`config.mk`:
```
export PLATFORM = sky130hd
export DESIGN_NAME = twiddle_stage
export DESIGN_NICKNAME = d
export VERILOG_FILES = /design/src/common/twiddle_pkg.sv /design/src/hw/twiddle_source.sv /design/src/cmul_lane/cmul_lane.sv /design/src/hw/lane_collect.sv /design/src/hw/twiddle_stage.sv
export SDC_FILE = /design/constraint.sdc
export NUM_CORES = 1
export LEC_CHECK = 0
export CAP_MARGIN = 5
export CORE_AREA = 2 2 154 156
export CTS_CLUSTER_SIZE = 20
export DETAILED_ROUTE_END_ITERATION = 16
export DIE_AREA = 0 0 156 158
export DONT_BUFFER_PORTS = 1
export PLACE_DENSITY = 0.77
export SETUP_SLACK_MARGIN = 0.4
export SLEW_MARGIN = 10
export SYNTH_ARGS = -nofsm -noshare
export SYNTH_HDL_FRONTEND = slang
export SYNTH_SLANG_ARGS = --single-unit
export TNS_END_PERCENT = 30
```
`constraint.sdc`:
```
create_clock -name clk -period 1.4 [get_ports clk]
set_clock_uncertainty 0.15 [all_clocks]
set_input_delay 0.28 -clock clk [delete_from_list [all_inputs] [get_ports clk]]
set_output_delay 0.28 -clock clk [all_outputs]
set_load 0.05 [all_outputs]
```
`src/hw/twiddle_rom.hex`:
```
// columns: cosine word (upper 16 bits), negated sine word (lower 16 bits)
// Q2.14 two's complement, one line per twiddle index 0 to 63
40000000
3FB1F9BA
3EC5F384
3D3FED6C
3B21E782
3871E1D5
3537DC72
3179D766
2D41D2BF
289ACE87
238ECAC9
1E2BC78F
187EC4DF
1294C2C1
0C7CC13B
0646C04F
0000C000
F9BAC04F
F384C13B
ED6CC2C1
E782C4DF
E1D5C78F
DC72CAC9
D766CE87
D2BFD2BF
CE87D766
CAC9DC72
C78FE1D5
C4DFE782
C2C1ED6C
C13BF384
C04FF9BA
C0000000
C04F0646
C13B0C7C
C2C11294
C4DF187E
C78F1E2B
CAC9238E
CE87289A
D2BF2D41
D7663179
DC723537
E1D53871
E7823B21
ED6C3D3F
F3843EC5
F9BA3FB1
00004000
06463FB1
0C7C3EC5
12943D3F
187E3B21
1E2B3871
238E3537
289A3179
2D412D41
3179289A
3537238E
38711E2B
3B21187E
3D3F1294
3EC50C7C
3FB10646

```
`src/common/twiddle_pkg.sv`:
```
package twiddle_pkg;

	// sample and twiddle widths
	localparam int DATA_W  = 18;
	localparam int TW_W    = 16;
	localparam int TW_FRAC = 14;

	// full product of one sample and one twiddle component
	localparam int PROD_W  = DATA_W + TW_W;

	// butterfly legs per beat, leg 0 is never multiplied
	localparam int LEGS    = 5;

	// index into the 64-point base table
	localparam int IDX_W   = 6;
	localparam int RADIX_W = 3;

	// pipeline depths, counted from the edge that samples in_val
	localparam int TW_LAT    = 5;
	localparam int LANE_LAT  = 8;
	localparam int STAGE_LAT = 9;

	localparam string TW_ROM_FILE = "/design/src/hw/twiddle_rom.hex";

	typedef logic signed [DATA_W-1:0]  sample_t;
	typedef logic signed [TW_W-1:0]    twid_t;
	typedef logic        [IDX_W-1:0]   tw_index_t;
	typedef logic        [RADIX_W-1:0] radix_t;
	typedef logic signed [PROD_W-1:0]  prod_t;

	// round half up in Q14, caller keeps the low bits it needs
	function automatic prod_t round_frac(input prod_t x);
		prod_t half;
		half = prod_t'(1) <<< (TW_FRAC - 1);
		return (x + half) >>> TW_FRAC;
	endfunction

endpackage

```
`src/hw/twiddle_source.sv`:
```
`timescale 1ns/1ps

module twiddle_source
	import twiddle_pkg::*;
(
	input  logic      clk,
	input  tw_index_t tw_index,
	output twid_t     tw_re [1:LEGS-1],
	output twid_t     tw_im [1:LEGS-1]
);

	// cosine in the upper word, negated sine in the lower
	logic [2*TW_W-1:0] rom [2**IDX_W];

	initial begin
		$readmemh(TW_ROM_FILE, rom);
	end

	// stage 1: base twiddle W
	twid_t w1_re;
	twid_t w1_im;

	// stage 2: W*W partial products, W carried along
	prod_t p2_rr;
	prod_t p2_ii;
	prod_t p2_ri;
	twid_t w1_re_d2;
	twid_t w1_im_d2;

	// stage 3: reduced W^2
	twid_t w2_re;
	twid_t w2_im;
	twid_t w1_re_d3;
	twid_t w1_im_d3;

	// stage 4: W*W^2 and W^2*W^2 partial products
	prod_t p3_rr;
	prod_t p3_ii;
	prod_t p3_ri;
	prod_t p3_ir;
	prod_t p4_rr;
	prod_t p4_ii;
	prod_t p4_ri;
	twid_t w1_re_d4;
	twid_t w1_im_d4;
	twid_t w2_re_d4;
	twid_t w2_im_d4;

	always_ff @(posedge clk) begin
		w1_re <= twid_t'(rom[tw_index][2*TW_W-1:TW_W]);
		w1_im <= twid_t'(rom[tw_index][TW_W-1:0]);
	end

	always_ff @(posedge clk) begin
		p2_rr    <= w1_re * w1_re;
		p2_ii    <= w1_im * w1_im;
		p2_ri    <= w1_re * w1_im;
		w1_re_d2 <= w1_re;
		w1_im_d2 <= w1_im;
	end

	// imag of a square is the cross term counted twice
	always_ff @(posedge clk) begin
		w2_re    <= twid_t'(round_frac(p2_rr - p2_ii));
		w2_im    <= twid_t'(round_frac(p2_ri + p2_ri));
		w1_re_d3 <= w1_re_d2;
		w1_im_d3 <= w1_im_d2;
	end

	always_ff @(posedge clk) begin
		p3_rr    <= w1_re_d3 * w2_re;
		p3_ii    <= w1_im_d3 * w2_im;
		p3_ri    <= w1_re_d3 * w2_im;
		p3_ir    <= w1_im_d3 * w2_re;
		p4_rr    <= w2_re * w2_re;
		p4_ii    <= w2_im * w2_im;
		p4_ri    <= w2_re * w2_im;
		w1_re_d4 <= w1_re_d3;
		w1_im_d4 <= w1_im_d3;
		w2_re_d4 <= w2_re;
		w2_im_d4 <= w2_im;
	end

	// stage 5: all four powers leave together
	always_ff @(posedge clk) begin
		tw_re[1] <= w1_re_d4;
		tw_im[1] <= w1_im_d4;
		tw_re[2] <= w2_re_d4;
		tw_im[2] <= w2_im_d4;
		tw_re[3] <= twid_t'(round_frac(p3_rr - p3_ii));
		tw_im[3] <= twid_t'(round_frac(p3_ri + p3_ir));
		tw_re[4] <= twid_t'(round_frac(p4_rr - p4_ii));
		tw_im[4] <= twid_t'(round_frac(p4_ri + p4_ri));
	end

endmodule

```
`src/cmul_lane/cmul_lane.sv`:
```
`timescale 1ns/1ps

module cmul_lane
	import twiddle_pkg::*;
(
	input  logic    clk,
	input  sample_t din_re,
	input  sample_t din_im,
	input  twid_t   tw_re,
	input  twid_t   tw_im,
	output sample_t prod_re,
	output sample_t prod_im
);

	// sample delay line, last tap lines up with the twiddle powers
	sample_t dly_re [TW_LAT];
	sample_t dly_im [TW_LAT];

	// partial products, one per operand pair
	prod_t pp_rr;
	prod_t pp_ii;
	prod_t pp_ri;
	prod_t pp_ir;

	// complex difference and sum at full width
	prod_t sum_re;
	prod_t sum_im;

	sample_t d_re;
	sample_t d_im;

	assign d_re = dly_re[TW_LAT-1];
	assign d_im = dly_im[TW_LAT-1];

	always_ff @(posedge clk) begin
		dly_re[0] <= din_re;
		dly_im[0] <= din_im;
		for (int s = 1; s < TW_LAT; s++) begin
			dly_re[s] <= dly_re[s-1];
			dly_im[s] <= dly_im[s-1];
		end
	end

	// cycle 6
	always_ff @(posedge clk) begin
		pp_rr <= d_re * tw_re;
		pp_ii <= d_im * tw_im;
		pp_ri <= d_re * tw_im;
		pp_ir <= d_im * tw_re;
	end

	// cycle 7
	always_ff @(posedge clk) begin
		sum_re <= pp_rr - pp_ii;
		sum_im <= pp_ri + pp_ir;
	end

	// cycle 8, wraps into the sample width on overflow
	always_ff @(posedge clk) begin
		prod_re <= sample_t'(round_frac(sum_re));
		prod_im <= sample_t'(round_frac(sum_im));
	end

endmodule

```
`src/hw/lane_collect.sv`:
```
`timescale 1ns/1ps

module lane_collect
	import twiddle_pkg::*;
(
	input  logic    clk,
	input  logic    rst_n,
	input  logic    in_val,
	input  radix_t  radix,
	input  sample_t leg0_re,
	input  sample_t leg0_im,
	input  sample_t prod_re [1:LEGS-1],
	input  sample_t prod_im [1:LEGS-1],
	output logic    out_val,
	output sample_t dout_re [LEGS],
	output sample_t dout_im [LEGS]
);

	logic [LANE_LAT-1:0] val_sr;
	radix_t              radix_sr [LANE_LAT];
	sample_t             leg0_re_sr [LANE_LAT];
	sample_t             leg0_im_sr [LANE_LAT];

	logic   val_last;
	radix_t radix_last;
	logic   [LEGS-1:0] leg_on;

	assign val_last   = val_sr[LANE_LAT-1];
	assign radix_last = radix_sr[LANE_LAT-1];

	always_ff @(posedge clk) begin
		if (!rst_n) begin
			val_sr <= '0;
		end else begin
			val_sr <= {val_sr[LANE_LAT-2:0], in_val};
		end
	end

	// radix and leg 0 follow the valid bit
	always_ff @(posedge clk) begin
		radix_sr[0]   <= radix;
		leg0_re_sr[0] <= leg0_re;
		leg0_im_sr[0] <= leg0_im;
		for (int s = 1; s < LANE_LAT; s++) begin
			radix_sr[s]   <= radix_sr[s-1];
			leg0_re_sr[s] <= leg0_re_sr[s-1];
			leg0_im_sr[s] <= leg0_im_sr[s-1];
		end
	end

	// a leg is live below the radix, and only on a valid slot
	always_comb begin
		leg_on[0] = val_last;
		for (int l = 1; l < LEGS; l++) begin
			leg_on[l] = val_last && (radix_t'(l) < radix_last);
		end
	end

	always_ff @(posedge clk) begin
		if (!rst_n) begin
			out_val <= 1'b0;
		end else begin
			out_val <= val_last;
		end
	end

	always_ff @(posedge clk) begin
		dout_re[0] <= leg_on[0] ? leg0_re_sr[LANE_LAT-1] : '0;
		dout_im[0] <= leg_on[0] ? leg0_im_sr[LANE_LAT-1] : '0;
		for (int l = 1; l < LEGS; l++) begin
			dout_re[l] <= leg_on[l] ? prod_re[l] : '0;
			dout_im[l] <= leg_on[l] ? prod_im[l] : '0;
		end
	end

	// only radix 2 to 5 is supported by the stage
	radix_legal: assert property (@(posedge clk) disable iff (!rst_n)
		in_val |-> (radix >= radix_t'(2) && radix <= radix_t'(5)));

	// every output beat traces back to a beat at the stage input
	no_spurious_val: assert property (@(posedge clk) disable iff (!rst_n)
		!in_val |-> ##STAGE_LAT !out_val);

endmodule

```
`src/hw/twiddle_stage.sv`:
```
`timescale 1ns/1ps

module twiddle_stage
	import twiddle_pkg::*;
(
	input  logic      clk,
	input  logic      rst_n,
	input  logic      in_val,
	input  tw_index_t tw_index,
	input  radix_t    radix,
	input  sample_t   din_re [LEGS],
	input  sample_t   din_im [LEGS],
	output logic      out_val,
	output sample_t   dout_re [LEGS],
	output sample_t   dout_im [LEGS]
);

	// twiddle powers W^1 to W^4
	twid_t tw_re [1:LEGS-1];
	twid_t tw_im [1:LEGS-1];

	// rounded lane products, one per multiplied leg
	sample_t prod_re [1:LEGS-1];
	sample_t prod_im [1:LEGS-1];

	twiddle_source twiddle_source_inst (
		.clk      (clk),
		.tw_index (tw_index),
		.tw_re    (tw_re),
		.tw_im    (tw_im)
	);

	// leg i is multiplied by W^i
	for (genvar g = 1; g < LEGS; g++) begin : gen_lane
		cmul_lane cmul_lane_inst (
			.clk     (clk),
			.din_re  (din_re[g]),
			.din_im  (din_im[g]),
			.tw_re   (tw_re[g]),
			.tw_im   (tw_im[g]),
			.prod_re (prod_re[g]),
			.prod_im (prod_im[g])
		);
	end

	lane_collect lane_collect_inst (
		.clk     (clk),
		.rst_n   (rst_n),
		.in_val  (in_val),
		.radix   (radix),
		.leg0_re (din_re[0]),
		.leg0_im (din_im[0]),
		.prod_re (prod_re),
		.prod_im (prod_im),
		.out_val (out_val),
		.dout_re (dout_re),
		.dout_im (dout_im)
	);

endmodule

```
# Word level (Yosys, flattened, before mapping)

Memory sizes are Yosys's and may differ from the RTL's. A register that Yosys moved wholly into a read port is not among the register bits.
Cells that the tools add are included.

$add $sub $neg: 28
$mul: 26
$lt $le $gt $ge: 4
Reductions and logical operators: 6

Operator list:

| kind                                                                         | number |
|---|---|
| 18-bit by 16-bit multiplier with 32-bit output                               | 16 |
| 16-bit by 16-bit multiplier with 30-bit output                               | 10 |
| 32-bit by 15-bit adder with 32-bit output (second input constant)            | 8 |
| 30-bit by 15-bit adder with 30-bit output (second input constant)            | 6 |
| 32-bit adder                                                                 | 4 |
| 32-bit subtractor                                                            | 4 |
| 30-bit adder                                                                 | 3 |
| 30-bit subtractor                                                            | 3 |
| 2-bit by 3-bit less-than comparator with 1-bit output (first input constant) | 2 |
| 1-bit logical AND                                                            | 4 |
| 1-bit by 3-bit less-than comparator with 1-bit output (first input constant) | 1 |
| 3-bit less-than comparator (first input constant)                            | 1 |
| 1-bit zero test                                                              | 2 |

Register bits after elaboration: 1685
Bits in writable memories: 1032
Input bits: 192
Output and inout bits: 181
Word-level logic and storage cells: 147
Memories: 11

Memory list:

| memory                            | words | bits a word | read ports | clocked after memory_dff | write ports | line               | source |
|---|---|---|---|---|---|---|---|
| lane_collect_inst.leg0_im_sr      | 8     | 18          | 8          | 1                        | 8           | lane_collect.sv:22 | `sample_t leg0_im_sr [LANE_LAT];` |
| lane_collect_inst.leg0_re_sr      | 8     | 18          | 8          | 1                        | 8           | lane_collect.sv:21 | `sample_t leg0_re_sr [LANE_LAT];` |
| gen_lane[1].cmul_lane_inst.dly_im | 5     | 18          | 5          | 0                        | 5           | cmul_lane.sv:17    | `sample_t dly_im [TW_LAT];` |
| gen_lane[1].cmul_lane_inst.dly_re | 5     | 18          | 5          | 0                        | 5           | cmul_lane.sv:16    | `sample_t dly_re [TW_LAT];` |
| gen_lane[2].cmul_lane_inst.dly_im | 5     | 18          | 5          | 0                        | 5           | cmul_lane.sv:17    |  |
| gen_lane[2].cmul_lane_inst.dly_re | 5     | 18          | 5          | 0                        | 5           | cmul_lane.sv:16    |  |
| +5 memories                       | --    | --          | --         | --                       | --          | --                 |  |

# Longest topological paths before layout

Gate-level depths: netlist of run 1.

Depth after elaboration: 2
Gate-level depth with buffers: 5
Depth with buffers taken out: 4

# By module

From an unflattened synthesis of run 1, not the netlist that was laid out.

Cell total of the unflattened synthesis: 22644
Area total of the unflattened synthesis: 220251.2 um^2

By module, submodules not included:

| module                                     | instances | cells an instance | area an instance (um^2) | seq. area each (um^2) |
|---|---|---|---|---|
| cmul_lane (gen_lane[2].cmul_lane_inst ...) | 2         | 5387              | 51683.3                 | 7647.3 |
| cmul_lane (gen_lane[1].cmul_lane_inst)     | 1         | 5584              | 52603.0                 | 7647.3 |
| cmul_lane (gen_lane[4].cmul_lane_inst)     | 1         | 5438              | 51918.5                 | 7647.3 |
| lane_collect                               | 1         | 718               | 11394.7                 | 10029.6 |
| twiddle_source                             | 1         | 130               | 968.4                   | 0.0 |

# Worst setup path after synthesis of run 1

No wires, ideal clock.

Kind: flip-flop to flip-flop
Start: reg gen_lane[2].cmul_lane_inst.sum_re[15]
End: reg gen_lane[2].cmul_lane_inst.prod_re[8]
Setup time: 0.118 ns
Arrival: 1.081 ns
Required time: 1.132 ns
Slack: 0.051 ns
Stages on the path, launching flop included: 6
Buffers on the path: 1
Clock period less this slack: 1.349 ns
Cells stage by stage: dfxtp_1 and4_1 and3_1 buf_4 nand4_1 xnor2_1

Cells in the longest elaborated chain, start to end: 1

RTL lines:

| element                                   | line              | source |
|---|---|---|
| from (decl)                               | cmul_lane.sv:26   | `prod_t sum_re;` |
| from (signal assigned)                    | cmul_lane.sv:54   | `sum_re <= pp_rr - pp_ii;` |
| 32-bit by 15-bit adder with 32-bit output | twiddle_pkg.sv:35 | `return (x + half) >>> TW_FRAC;` |
| to (signal assigned)                      | cmul_lane.sv:60   | `prod_re <= sample_t'(round_frac(sum_re));` |
| to (decl)                                 | cmul_lane.sv:11   | `output sample_t prod_re,` |

Every way passes these cells.
A chain may end at the register's enable or synchronous reset.

==> results of run 1 <==
## metrics by stage
step	area [sq um]	hold WS, ns
after floorplan	12500	0.158
after global placement	12000	0.158
after detailed placement	12000	0.158
after CTS	14700	0.0975
after global routing	14900	0.102
final	14900	0.129
## per-layer routing
| layer | global-route usage | wire length [um] | up-vias | share of wire |
|---|---|---|---|---|
| met3 | 0.0361 | 1050 | 50 | 0.069 |
| li1 | - | - | 2392 | - |
| met5 | 0 | 0 | - | 0 |
| met2 | 0.198 | 7420 | 194 | 0.49 |
| met4 | 0.0703 | 620 | 0 | 0.041 |
| met1 | 0.123 | 6040 | 2101 | 0.40 |
## cells by family after synthesis
| family | count (synthesis) |
|---|---|
| fa+ha+maj | 6 |
| other cells | 1 |
| compound gates | 2 |
| xor+xnor | 19 |
| buf+inv | 148 |
| flops | 501 |
| simple gates | 108 |
## power groups by stage
stage	Clock, mW	Combinational (mW)	Sequential, mW
5_1_grt	13.0	0.963	15.1
3_5_place_dp	0	0.724	15.4
2_1_floorplan	0	0.946	15.4
6_report	12.1	0.922	15.0
4_1_cts	12.4	0.875	15.0
3_3_place_gp	0	0.717	15.4
## layout by cell type, fill, tap and decap left out, drive strengths merged
| master | Yosys | layout |
|---|---|---|
| ha | 6 | 6 |
| dfxtp | 501 | 501 |
| buf | 115 | 36 |
| xor2 | 3 | 3 |
| nand3 | 12 | 12 |
| clkinvlp | 0 | 2 |
| nor3 | 1 | 1 |
| nor2b | 1 | 1 |
| nor2 | 2 | 2 |
| clkinv | 0 | 7 |
| and4 | 1 | 1 |
| nand2 | 7 | 7 |
| dlygate4sd3 | 0 | 51 |
| and3 | 4 | 4 |
| bufinv | 0 | 3 |
| conb | 1 | 108 |
| xnor2 | 16 | 16 |
| and2 | 76 | 76 |
| a41oi | 1 | 1 |
| nand4 | 4 | 4 |
| a21oi | 1 | 1 |
| inv | 6 | 10 |
| clkbuf | 27 | 68 |
## registers in the layout, indices dropped and copies added, names as in the netlist
signal	cells
gen_lane.cmul_lane_inst.dly_im	25
gen_lane.cmul_lane_inst.dly_re	25
gen_lane.cmul_lane_inst.pp_ir	5
gen_lane.cmul_lane_inst.pp_rr	5
gen_lane.cmul_lane_inst.prod_im	12
gen_lane.cmul_lane_inst.prod_re	18
gen_lane.cmul_lane_inst.sum_im	5
gen_lane.cmul_lane_inst.sum_re	19
lane_collect_inst.dout_im	30
lane_collect_inst.dout_re	36
lane_collect_inst.leg0_im_sr	144
lane_collect_inst.leg0_re_sr	144
lane_collect_inst.out_val	1
lane_collect_inst.radix_sr	24
lane_collect_inst.val_sr	8
## area by class of cell
class / count / area, sq um
Clock buffer: 68 / 1300
Fill cell: 1496 / 8190
Inverter: 6 / 22.5
Tap cell: 290 / 363
Clock inverter: 16 / 225
Multi-Input combinational cell: 243 / 1690
Sequential cell: 501 / 10300
Timing Repair Buffer: 87 / 981
## worst paths after layout
check | startpoint | cells past startpoint | endpoint
setup / recovery | lane_collect_inst.dout_im[41] | 0 | dout_im[53]
hold / removal | din_im[80] | 1 | lane_collect_inst.leg0_im_sr[0][8]
setup reg to reg | gen_lane[2].cmul_lane_inst.sum_re[21] | 4 | gen_lane[2].cmul_lane_inst.prod_re[17]
hold reg to reg | lane_collect_inst.leg0_re_sr[5][4] | 0 | lane_collect_inst.leg0_re_sr[6][4]
## timing repair
action,in CTS,in global routing
endpoints found under the setup margin,140,137
buffers inserted,0,6
endpoints found under the hold margin,58,0
resized for setup,216,42
hold buffers,51,0
pin swaps,67,57
==> results.md, run 1 <==
* CP arrival at around 1.2 ns
* Count of input and output buffers at 0
* Worst setup margin at -0.185 ns
* GRT Overall Usage at 0.114
* Crit end category: output pin
* Core ar. at 23100 sq um
* Leakage at about 6.3 nW
* Int Pwr at approximately 22 mW
* Vias in the first global route at between 4k and 5k
* R2R Setup Slk at -0.07 ns
* Post-synthesis xor/xnor area fraction at 0.0139
* Die Ht at around 160 um
* Iteration-0 DRC count of the detailed router at about 120
* Crit-path max FO at 3
* Synth area leader: dfxtp_1
* Number of diodes at 0
* Antenna Nets Post-Route at 0
* Min cycle time layout at roughly 1.6 ns
* FMAX at around 0.63 GHz
* Post-DP HPWL at 7.84 mm
* Combinational share of power at 0.033
* Max clock buf depth at 3
* Die area at roughly 25000 sq um
* Via count at between 4k and 5k
* Peak supply drop at around 1400 uV
* Largest net degree at the start of global routing at 38
* Htree depth at 2
* First-pass GRT wire length at between 20 and 25 mm
* Compound-Gate Fraction of Synth Area at 0.00115
* Synth Area in Adders at 0.00629
* Mapped Area at between 10000 and 15000 sq um
* Post-synth EDFFs at 0
* CP Data Required Time at approximately 0.97 ns
* Max-cap violations at 0
* Wire per inst at approximately 12 um
* Sw Ratio at 0.212
* Final hold vios at 0
* Most common cell in the netlist: dfxtp_1
* Syn Area/Cell at approximately 15 sq um
* Final Cycle Share at 1.13
* Cells after Synth at 785
* Drt first pass iters at 4
* Power per standard cell area at 1890 nW/um^2
* Final Max Slew Viols at 0
* Failing checks: setup timing
* Synthesis-to-layout area growth at 24.5%
* Async S/R FF share, synth at 0
* Mux cell area share after synthesis at 0
* Post-Layout Cell Count at between 1k and 1.5k
* Final nets at between 1k and 1.5k
* CTS root buf: clkbuf_16
* RSZ-0062 raised after global routing: true
* Routability cong. at roughly 0.73
* Crit path kind: reg -> out
* Final core utilization at 0.645
* DRC viols at 0
* Share of cells above drive strength 1 at 0.289
* Synth Warn # at 0
* GRT Residual Overflow at 0
* Clock Latency Late Sink at about 0.55 ns
* Top Ports at between 300 and 400
* Cts bufs inserted at 45
* Cell variety after synth at 20
* Setup-failing EPs final at 52
* CTS clk-pin slew, worst paths at around 0.060 ns
* Hold crit path type: in -> reg
* Post-Route Setup TNS at -2.72 ns
* Initial Utilization at 0.518
* Placed insts at approximately 1.1k
* Site Rows at 56
* Top-area cell type share of the netlist area at 0.841
* Clock power share at 0.431
* Status: finished, violations left
* Final wirelength at 15.1 mm
* Synth Flop Type: dfxtp_1
* Antenna violations before repair at 0
* Largest family of logic cells by synthesized area: buffers and inverters
* Psw at between 5 and 6 mW
* CTS tree: done
* Synth top cells by count: dfxtp_1, buf_4, and2_1, clkbuf_1, xnor2_1
* Clock sink count at 501
* Area share of and/or/nand/nor cells after synthesis at 0.0550
* Post-synthesis sequential area ratio at 0.841
* Synth top area cells: dfxtp_1, buf_4, and2_1, xnor2_1, clkbuf_1
* Setup WS pre-CTS at -0.0171 ns
* DIE WIDTH at 156 um
* Vias per cell at 3.91
* Total power at approximately 28 mW
* Setup crit start kind: register
* Seq cells post-synth at between 500 and 600
* Reg power frac at 0.536
No activity file was read; power rests on OpenSTA's default activity.
==> inputs of run 2 (changes only) <==
Clock period 1.4 ns to 1.38 ns, I/O delays scaled along.
==> results.md, run 2 (synthesis results as in run 1) <==
* Status: finished, violations left
* Failing checks: setup timing
* Final hold vios at 0 (unchanged)
* Post-DP HPWL at 7.46 mm (-4.9%)
* Htree depth at 2 (unchanged)
* Leakage at 6.35 nW (+0.35%)
* Site Rows at 56 (unchanged)
* RSZ-0062 raised after global routing: true
* DRC viols at 0 (unchanged)
* Largest regs: lane_collect_inst.leg0_im_sr x144, lane_collect_inst.leg0_re_sr x144, lane_collect_inst.dout_re x36
* Wire per inst at 12.2 um (-2.4%)
* Top Usage Layer GRT: met2
* CP Data Required Time at 0.95 ns (-0.02 ns)
* Count of input and output buffers at 0 (unchanged)
* Cts bufs inserted at 46 (+2.2%)
* Die Ht at 158 um (unchanged)
* Top Ports at 373 (unchanged)
* Share of cells above drive strength 1 at 0.288 (-0.000626)
* Vias per cell at 3.88 (-0.73%)
* Drt first pass iters at 5 (+1)
* Power per standard cell area at 1890 nW/um^2 (+0.27%)
* Most common cell after layout, fill and taps aside: dfxtp_1
* Final Max Slew Viols at 0 (unchanged)
* Multi-input gate area at 1670 sq um (-0.74%)
* Max clock buf depth at 3 (unchanged)
* GRT Overall Usage at 0.114 (-0.000720)
* Clock sink count at 501 (unchanged)
* Routability cong. at 0.677 (-7.2%)
* Number of diodes at 0 (unchanged)
* Min cycle time layout at between 1.5 and 2 ns
* Antenna violations before repair at 0 (unchanged)
* Register area at 10300 sq um (-0.16%)
* GR Layer Usage met1 at 0.128 (+0.00553)
* Largest net degree at the start of global routing at 38 (unchanged)
* Number of fill cells at 1507 (+0.74%)
* Final nets at 1088 (+0.55%)
* First-pass GRT wire length at 21.8 mm (about the same)
* DIE WIDTH at 156 um (unchanged)
* Hold crit path type: in -> reg
* Placed insts at 1075 (+0.47%)
* Die area at 24600 sq um (unchanged)
* Synthesis-to-layout area growth at 24.5% (about the same)
* Crit end category: output pin
* Core ar. at 23100 sq um (unchanged)
* FMAX at 0.633 GHz
* M3 GR Usage at 0.0331 (-0.00301)
* Clock Latency Late Sink at 0.53 ns (-0.02 ns)
* Post-Layout Cell Count at 1213 (+0.17%)
* Setup-failing EPs final at 74 (+42%)
* Vias in the first global route at 4530 (-2.5%)
* Crit path kind: reg -> out
* Worst setup margin at -0.199 ns (-0.0135 ns)
* GR Util met2 at 0.194 (-0.00316)
* Commonest non-fill, non-tap cells in the layout: dfxtp_1, conb_1, dlygate4sd3_1
* Antenna Nets Post-Route at 0 (unchanged)
* CTS clk-pin slew, worst paths at 0.06 ns (about the same)
* CP arrival at 1.15 ns (about the same)
* Crit-path max FO at 3 (unchanged)
* Setup crit start kind: register
* Final Cycle Share at 1.14
* CTS tree: done
* Final core utilization at 0.645 (about the same)
* GRT Residual Overflow at 0 (unchanged)
* Final wirelength at 14.8 mm (-2.3%)
* Initial Utilization at 0.518 (unchanged)
* Iteration-0 DRC count of the detailed router at 131 (+10%)
* Total power at 28.1 mW (+0.28%)
* Via count at 4710 (-0.57%)
* Peak supply drop at 1370 uV (+1.3%)
* Max-cap violations at 0 (unchanged)
* CTS root buf: clkbuf_16
* Setup WS pre-CTS at -0.0324 ns (-0.0153 ns)
[run 2: cell types whose count changed in the layout (fill, tap and decap cells not counted), moves of 4 or more]
| cell | before | now |
|---|---|---|
| dfxtp_2 | 32 | 37 |
| dfxtp_4 | 56 | 50 |
| buf_6 | 6 | 2 |
| buf_8 | 22 | 28 |
[run 2: metal layers]
| metal | share of wire | routed length [um] |
|---|---|---|
| met1 | 0.41 | 6130 |
| met2 | 0.49 | 7220 |
| met3 | 0.066 | 975 |
| met4 | 0.031 | 452 |
| met5 | 0 | 0 |
[run 2: what timing repair did]
action	in CTS	in global routing
setup endpoints to repair	163	165
buffers inserted	0	6
resized for setup	223	38
endpoints found under the hold margin	58	0
pin swaps	66	58
hold buffers	51	0
[run 2: final cells by class]
cell class | instances | area share
repair buffers | 92 | 0.0714
well taps | 290 | 0.0244
flip-flops and latches | 501 | 0.691
clock inverters | 12 | 0.00943
multi-input cells | 243 | 0.113
clock buffers | 69 | 0.0900
inverters | 6 | 0.00152
[run 2: final timing paths]
path | to | slack, ns | from | depth (start not counted)
worst max-delay path | dout_im[51] | -0.20 | lane_collect_inst.dout_im[51] | 0
worst min-delay path | lane_collect_inst.leg0_re_sr[0][13] | 0.13 | din_re[85] | 1
worst max register to register | gen_lane[2].cmul_lane_inst.prod_re[15] | -0.01 | gen_lane[2].cmul_lane_inst.sum_re[23] | 4
worst min register to register | lane_collect_inst.leg0_im_sr[7][1] | 0.17 | lane_collect_inst.leg0_im_sr[6][1] | 0
[run 2: stage by stage]
stage	hold WS, ns	instance area, sq um	setup TNS [ns]
6_report	0.129	14900	-3.55
5_1_grt	0.105	14900	-6.65
4_1_cts	0.102	14700	-5.35
3_5_place_dp	0.154	12100	-0.0633
3_3_place_gp	0.154	12100	0
2_1_floorplan	0.154	12500	0
[run 2: power by group]
group / internal, mW / switching [mW]
Combinational: 0.186 / 0.740
Clock: 6.96 / 4.99
Sequential: 15.1 / 0.197
==> inputs of run 3 (changes only) <==
--- a/config.mk
+++ b/config.mk
@@ -8,4 +8,5 @@
 export CAP_MARGIN = 5
 export CORE_AREA = 2 2 154 156
+export CTS_CLUSTER_DIAMETER = 150
 export CTS_CLUSTER_SIZE = 20
 export DETAILED_ROUTE_END_ITERATION = 16
==> constraint.sdc (replaced) <==
create_clock -name clk -period 1.38 [get_ports clk]
set_clock_uncertainty 0.15 [all_clocks]
set_input_delay 0.069 -clock clk [delete_from_list [all_inputs] [get_ports clk]]
set_output_delay 0.069 -clock clk [all_outputs]
set_load 0.05 [all_outputs]
==> results.md, run 3 (synthesis results as in run 1) <==
* Final nets at 1103 (+1.4%)
* Worst reg2reg path depth at 4 (unchanged)
* Final Cycle Share at 1.01 (-0.135)
* Htree depth at 1 (-1)
* Clock Latency Late Sink at 0.55 ns (+0.02 ns)
* Max-cap violations at 0 (unchanged)
* Post-DP HPWL at 7.70 mm (+3.3%)
* Status: finished, violations left
* Number of diodes at 0 (unchanged)
* Sw Ratio at 0.211 (+0.000372)
* Psw at 5.10 mW (-14%)
* Routability cong. at 0.660 (-2.5%)
* Final hold vios at 0 (unchanged)
* Share of cells above drive strength 1 at 0.227 (-0.0611)
* Most common cell after layout, fill and taps aside: dfxtp_1
* Int Pwr at 19.1 mW (-14%)
* Wire per inst at 12.9 um (+6.1%)
* R2R Setup Slk at -0.01 ns (about the same)
* Crit path kind: reg -> reg
* CP Capture Point: gen_lane[2].cmul_lane_inst.prod_re[10]
* CTS root buf: clkbuf_16
* Peak supply drop at 1760 uV (+28%)
* Reg2reg start: gen_lane[2].cmul_lane_inst.sum_re[15]
* R2R Path End: gen_lane[2].cmul_lane_inst.prod_re[10]
* Via count at 4712 (+0.042%)
* Clock sink count at 501 (unchanged)
* DRC viols at 0 (unchanged)
* Setup crit start kind: register
* Largest regs: lane_collect_inst.leg0_im_sr x144, lane_collect_inst.leg0_re_sr x144, lane_collect_inst.dout_re x36
* RSZ-0062 raised after global routing: true
* Vias per cell at 3.94 (+1.4%)
* CTS clk-pin slew, worst paths at 0.08 ns (+0.02 ns)
* Number of fill cells at 1536 (+1.9%)
* CP peak stage delay at between 0.3 and 0.4 ns
* Crit-path slowest cell: dfxtp_2
* Commonest non-fill, non-tap cells in the layout: dfxtp_1, conb_1, dlygate4sd3_1
* Worst setup margin at -0.0119 ns (+0.187 ns)
* GRT Overall Usage at 0.113 (-0.000987)
* Leakage at 6.02 nW (-5.1%)
* DIE WIDTH at 156 um (unchanged)
* CP arrival at 1.69 ns (+0.54 ns)
* First-pass GRT wire length at 21.7 mm (-0.22%)
* Setup-failing EPs final at 2 (-97%)
* Setup WS pre-CTS at -0.0444 ns (-0.0120 ns)
* CP Data Required Time at 1.68 ns (+0.73 ns)
* Final wirelength at 15.5 mm (+4.7%)
* Min cycle time layout at 1.39 ns (-0.187 ns)
* Crit-path max FO at 6 (+3)
* Largest net degree at the start of global routing at 38 (unchanged)
* Final Max Slew Viols at 0 (unchanged)
* Count of input and output buffers at 0 (unchanged)
* Core ar. at 23100 sq um (unchanged)
* Die area at 24600 sq um (unchanged)
* Hold crit path type: in -> reg
* Vias in the first global route at 4435 (-2.1%)
* Crit end category: register
* Die Ht at 158 um (unchanged)
* Antenna Nets Post-Route at 0 (unchanged)
* Combinational share of power at 0.044 (+0.011)
* Antenna violations before repair at 0 (unchanged)
* Total power at 24.2 mW (-14%)
* Worst-path cell chain: and4_4, and3_4, nand3_1, xnor2_1
* Reg power frac at 0.628 (+0.086)
* FMAX at 0.718 GHz (+13%)
* Max clock buf depth at 3 (unchanged)
* Beginning of the critical path: gen_lane[2].cmul_lane_inst.sum_re[15]
* Power per standard cell area at 1690 nW/um^2 (-11%)
* Cts bufs inserted at 29 (-37%)
* Site Rows at 56 (unchanged)
* Clock power share at 0.328 (-0.097)
* Drt first pass iters at 4 (-1)
* Iteration-0 DRC count of the detailed router at 130 (-0.76%)
* CTS tree: done
* Initial Utilization at 0.518 (unchanged)
* Hold Slack at 0.0371 ns (-0.0923 ns)
* Synthesis-to-layout area growth at 19.9%
* GRT Residual Overflow at 0 (unchanged)
* Failing checks: setup timing
* Top Ports at 373 (unchanged)
[run 3: worst max-delay path, delay by kind of cell (launching register included)]
kind	cells	cell delay (ns)
XOR/XNOR	1	0.22
flip-flops	1	0.33
AND/OR/NAND/NOR	3	0.59
[run 3: how the worst min path moves through the flow]
stage	startpoint	to	slack [ns]	cells past startpoint
2_1_floorplan	din_im[49]	gen_lane[2].cmul_lane_inst.dly_im[0][13]	-0.05	0
3_3_place_gp	din_re[82]	lane_collect_inst.leg0_re_sr[0][10]	-0.05	0
3_5_place_dp	din_im[52]	gen_lane[2].cmul_lane_inst.dly_im[0][16]	-0.05	0
4_1_cts	in_val	lane_collect_inst.val_sr[0]	0.01	2
5_1_grt	in_val	lane_collect_inst.val_sr[0]	0.03	2
6_report	in_val	lane_collect_inst.val_sr[0]	0.04	2
[run 3: what timing repair did]
| action | CTS | global route |
|---|---|---|
| pin swaps | 7 | 54 |
| endpoints found under the hold margin | 58 | 0 |
| endpoints found under the setup margin | 164 | 165 |
| buffers inserted | 2 | 12 |
| hold buffers | 100 | 0 |
| gates resized for setup | 120 | 101 |
| gates cloned | 0 | 0 |
[run 3: area by class of cell]
type	count	area (sq um)	area share
clock buffer	31	733	0.0512
clock inverter	2	28.8	0.00201
inverter	6	22.5	0.00157
multi-input combinational	243	1600	0.112
sequential	501	10300	0.721
tap	290	363	0.0254
timing repair buffer	124	1240	0.0867
[run 3: power by group through the flow]
stage,Combinational (mW),Clock (mW),Sequential [mW]
after detailed placement,0.733,0,15.6
after CTS,0.960,8.22,15.2
after floorplan,0.959,0,15.6
after global placement,0.724,0,15.6
final,1.05,7.93,15.2
after global routing,1.11,8.80,15.3
[run 3: stage by stage]
step / setup TNS (ns) / instance area [sq um] / std cells / util
floorplan: 0 / 12400 / 892 / -
detailed placement: -0.162 / 11900 / 1050 / 0.516
CTS: 0 / 13900 / 1185 / 0.603
global route: -0.209 / 14300 / 1197 / 0.621
global placement: 0 / 11900 / 1050 / 0.516
finish: -0.0168 / 14300 / 1197 / 0.621
[run 3: routing by layer]
| layer | GRT usage | vias to the layer above | wire length, um |
|---|---|---|---|
| met4 | 0.0581 | 0 | 578 |
| li1 | - | 2399 | - |
| met3 | 0.0364 | 36 | 1140 |
| met1 | 0.128 | 2097 | 6180 |
| met5 | 0 | - | 0 |
| met2 | 0.190 | 180 | 7570 |
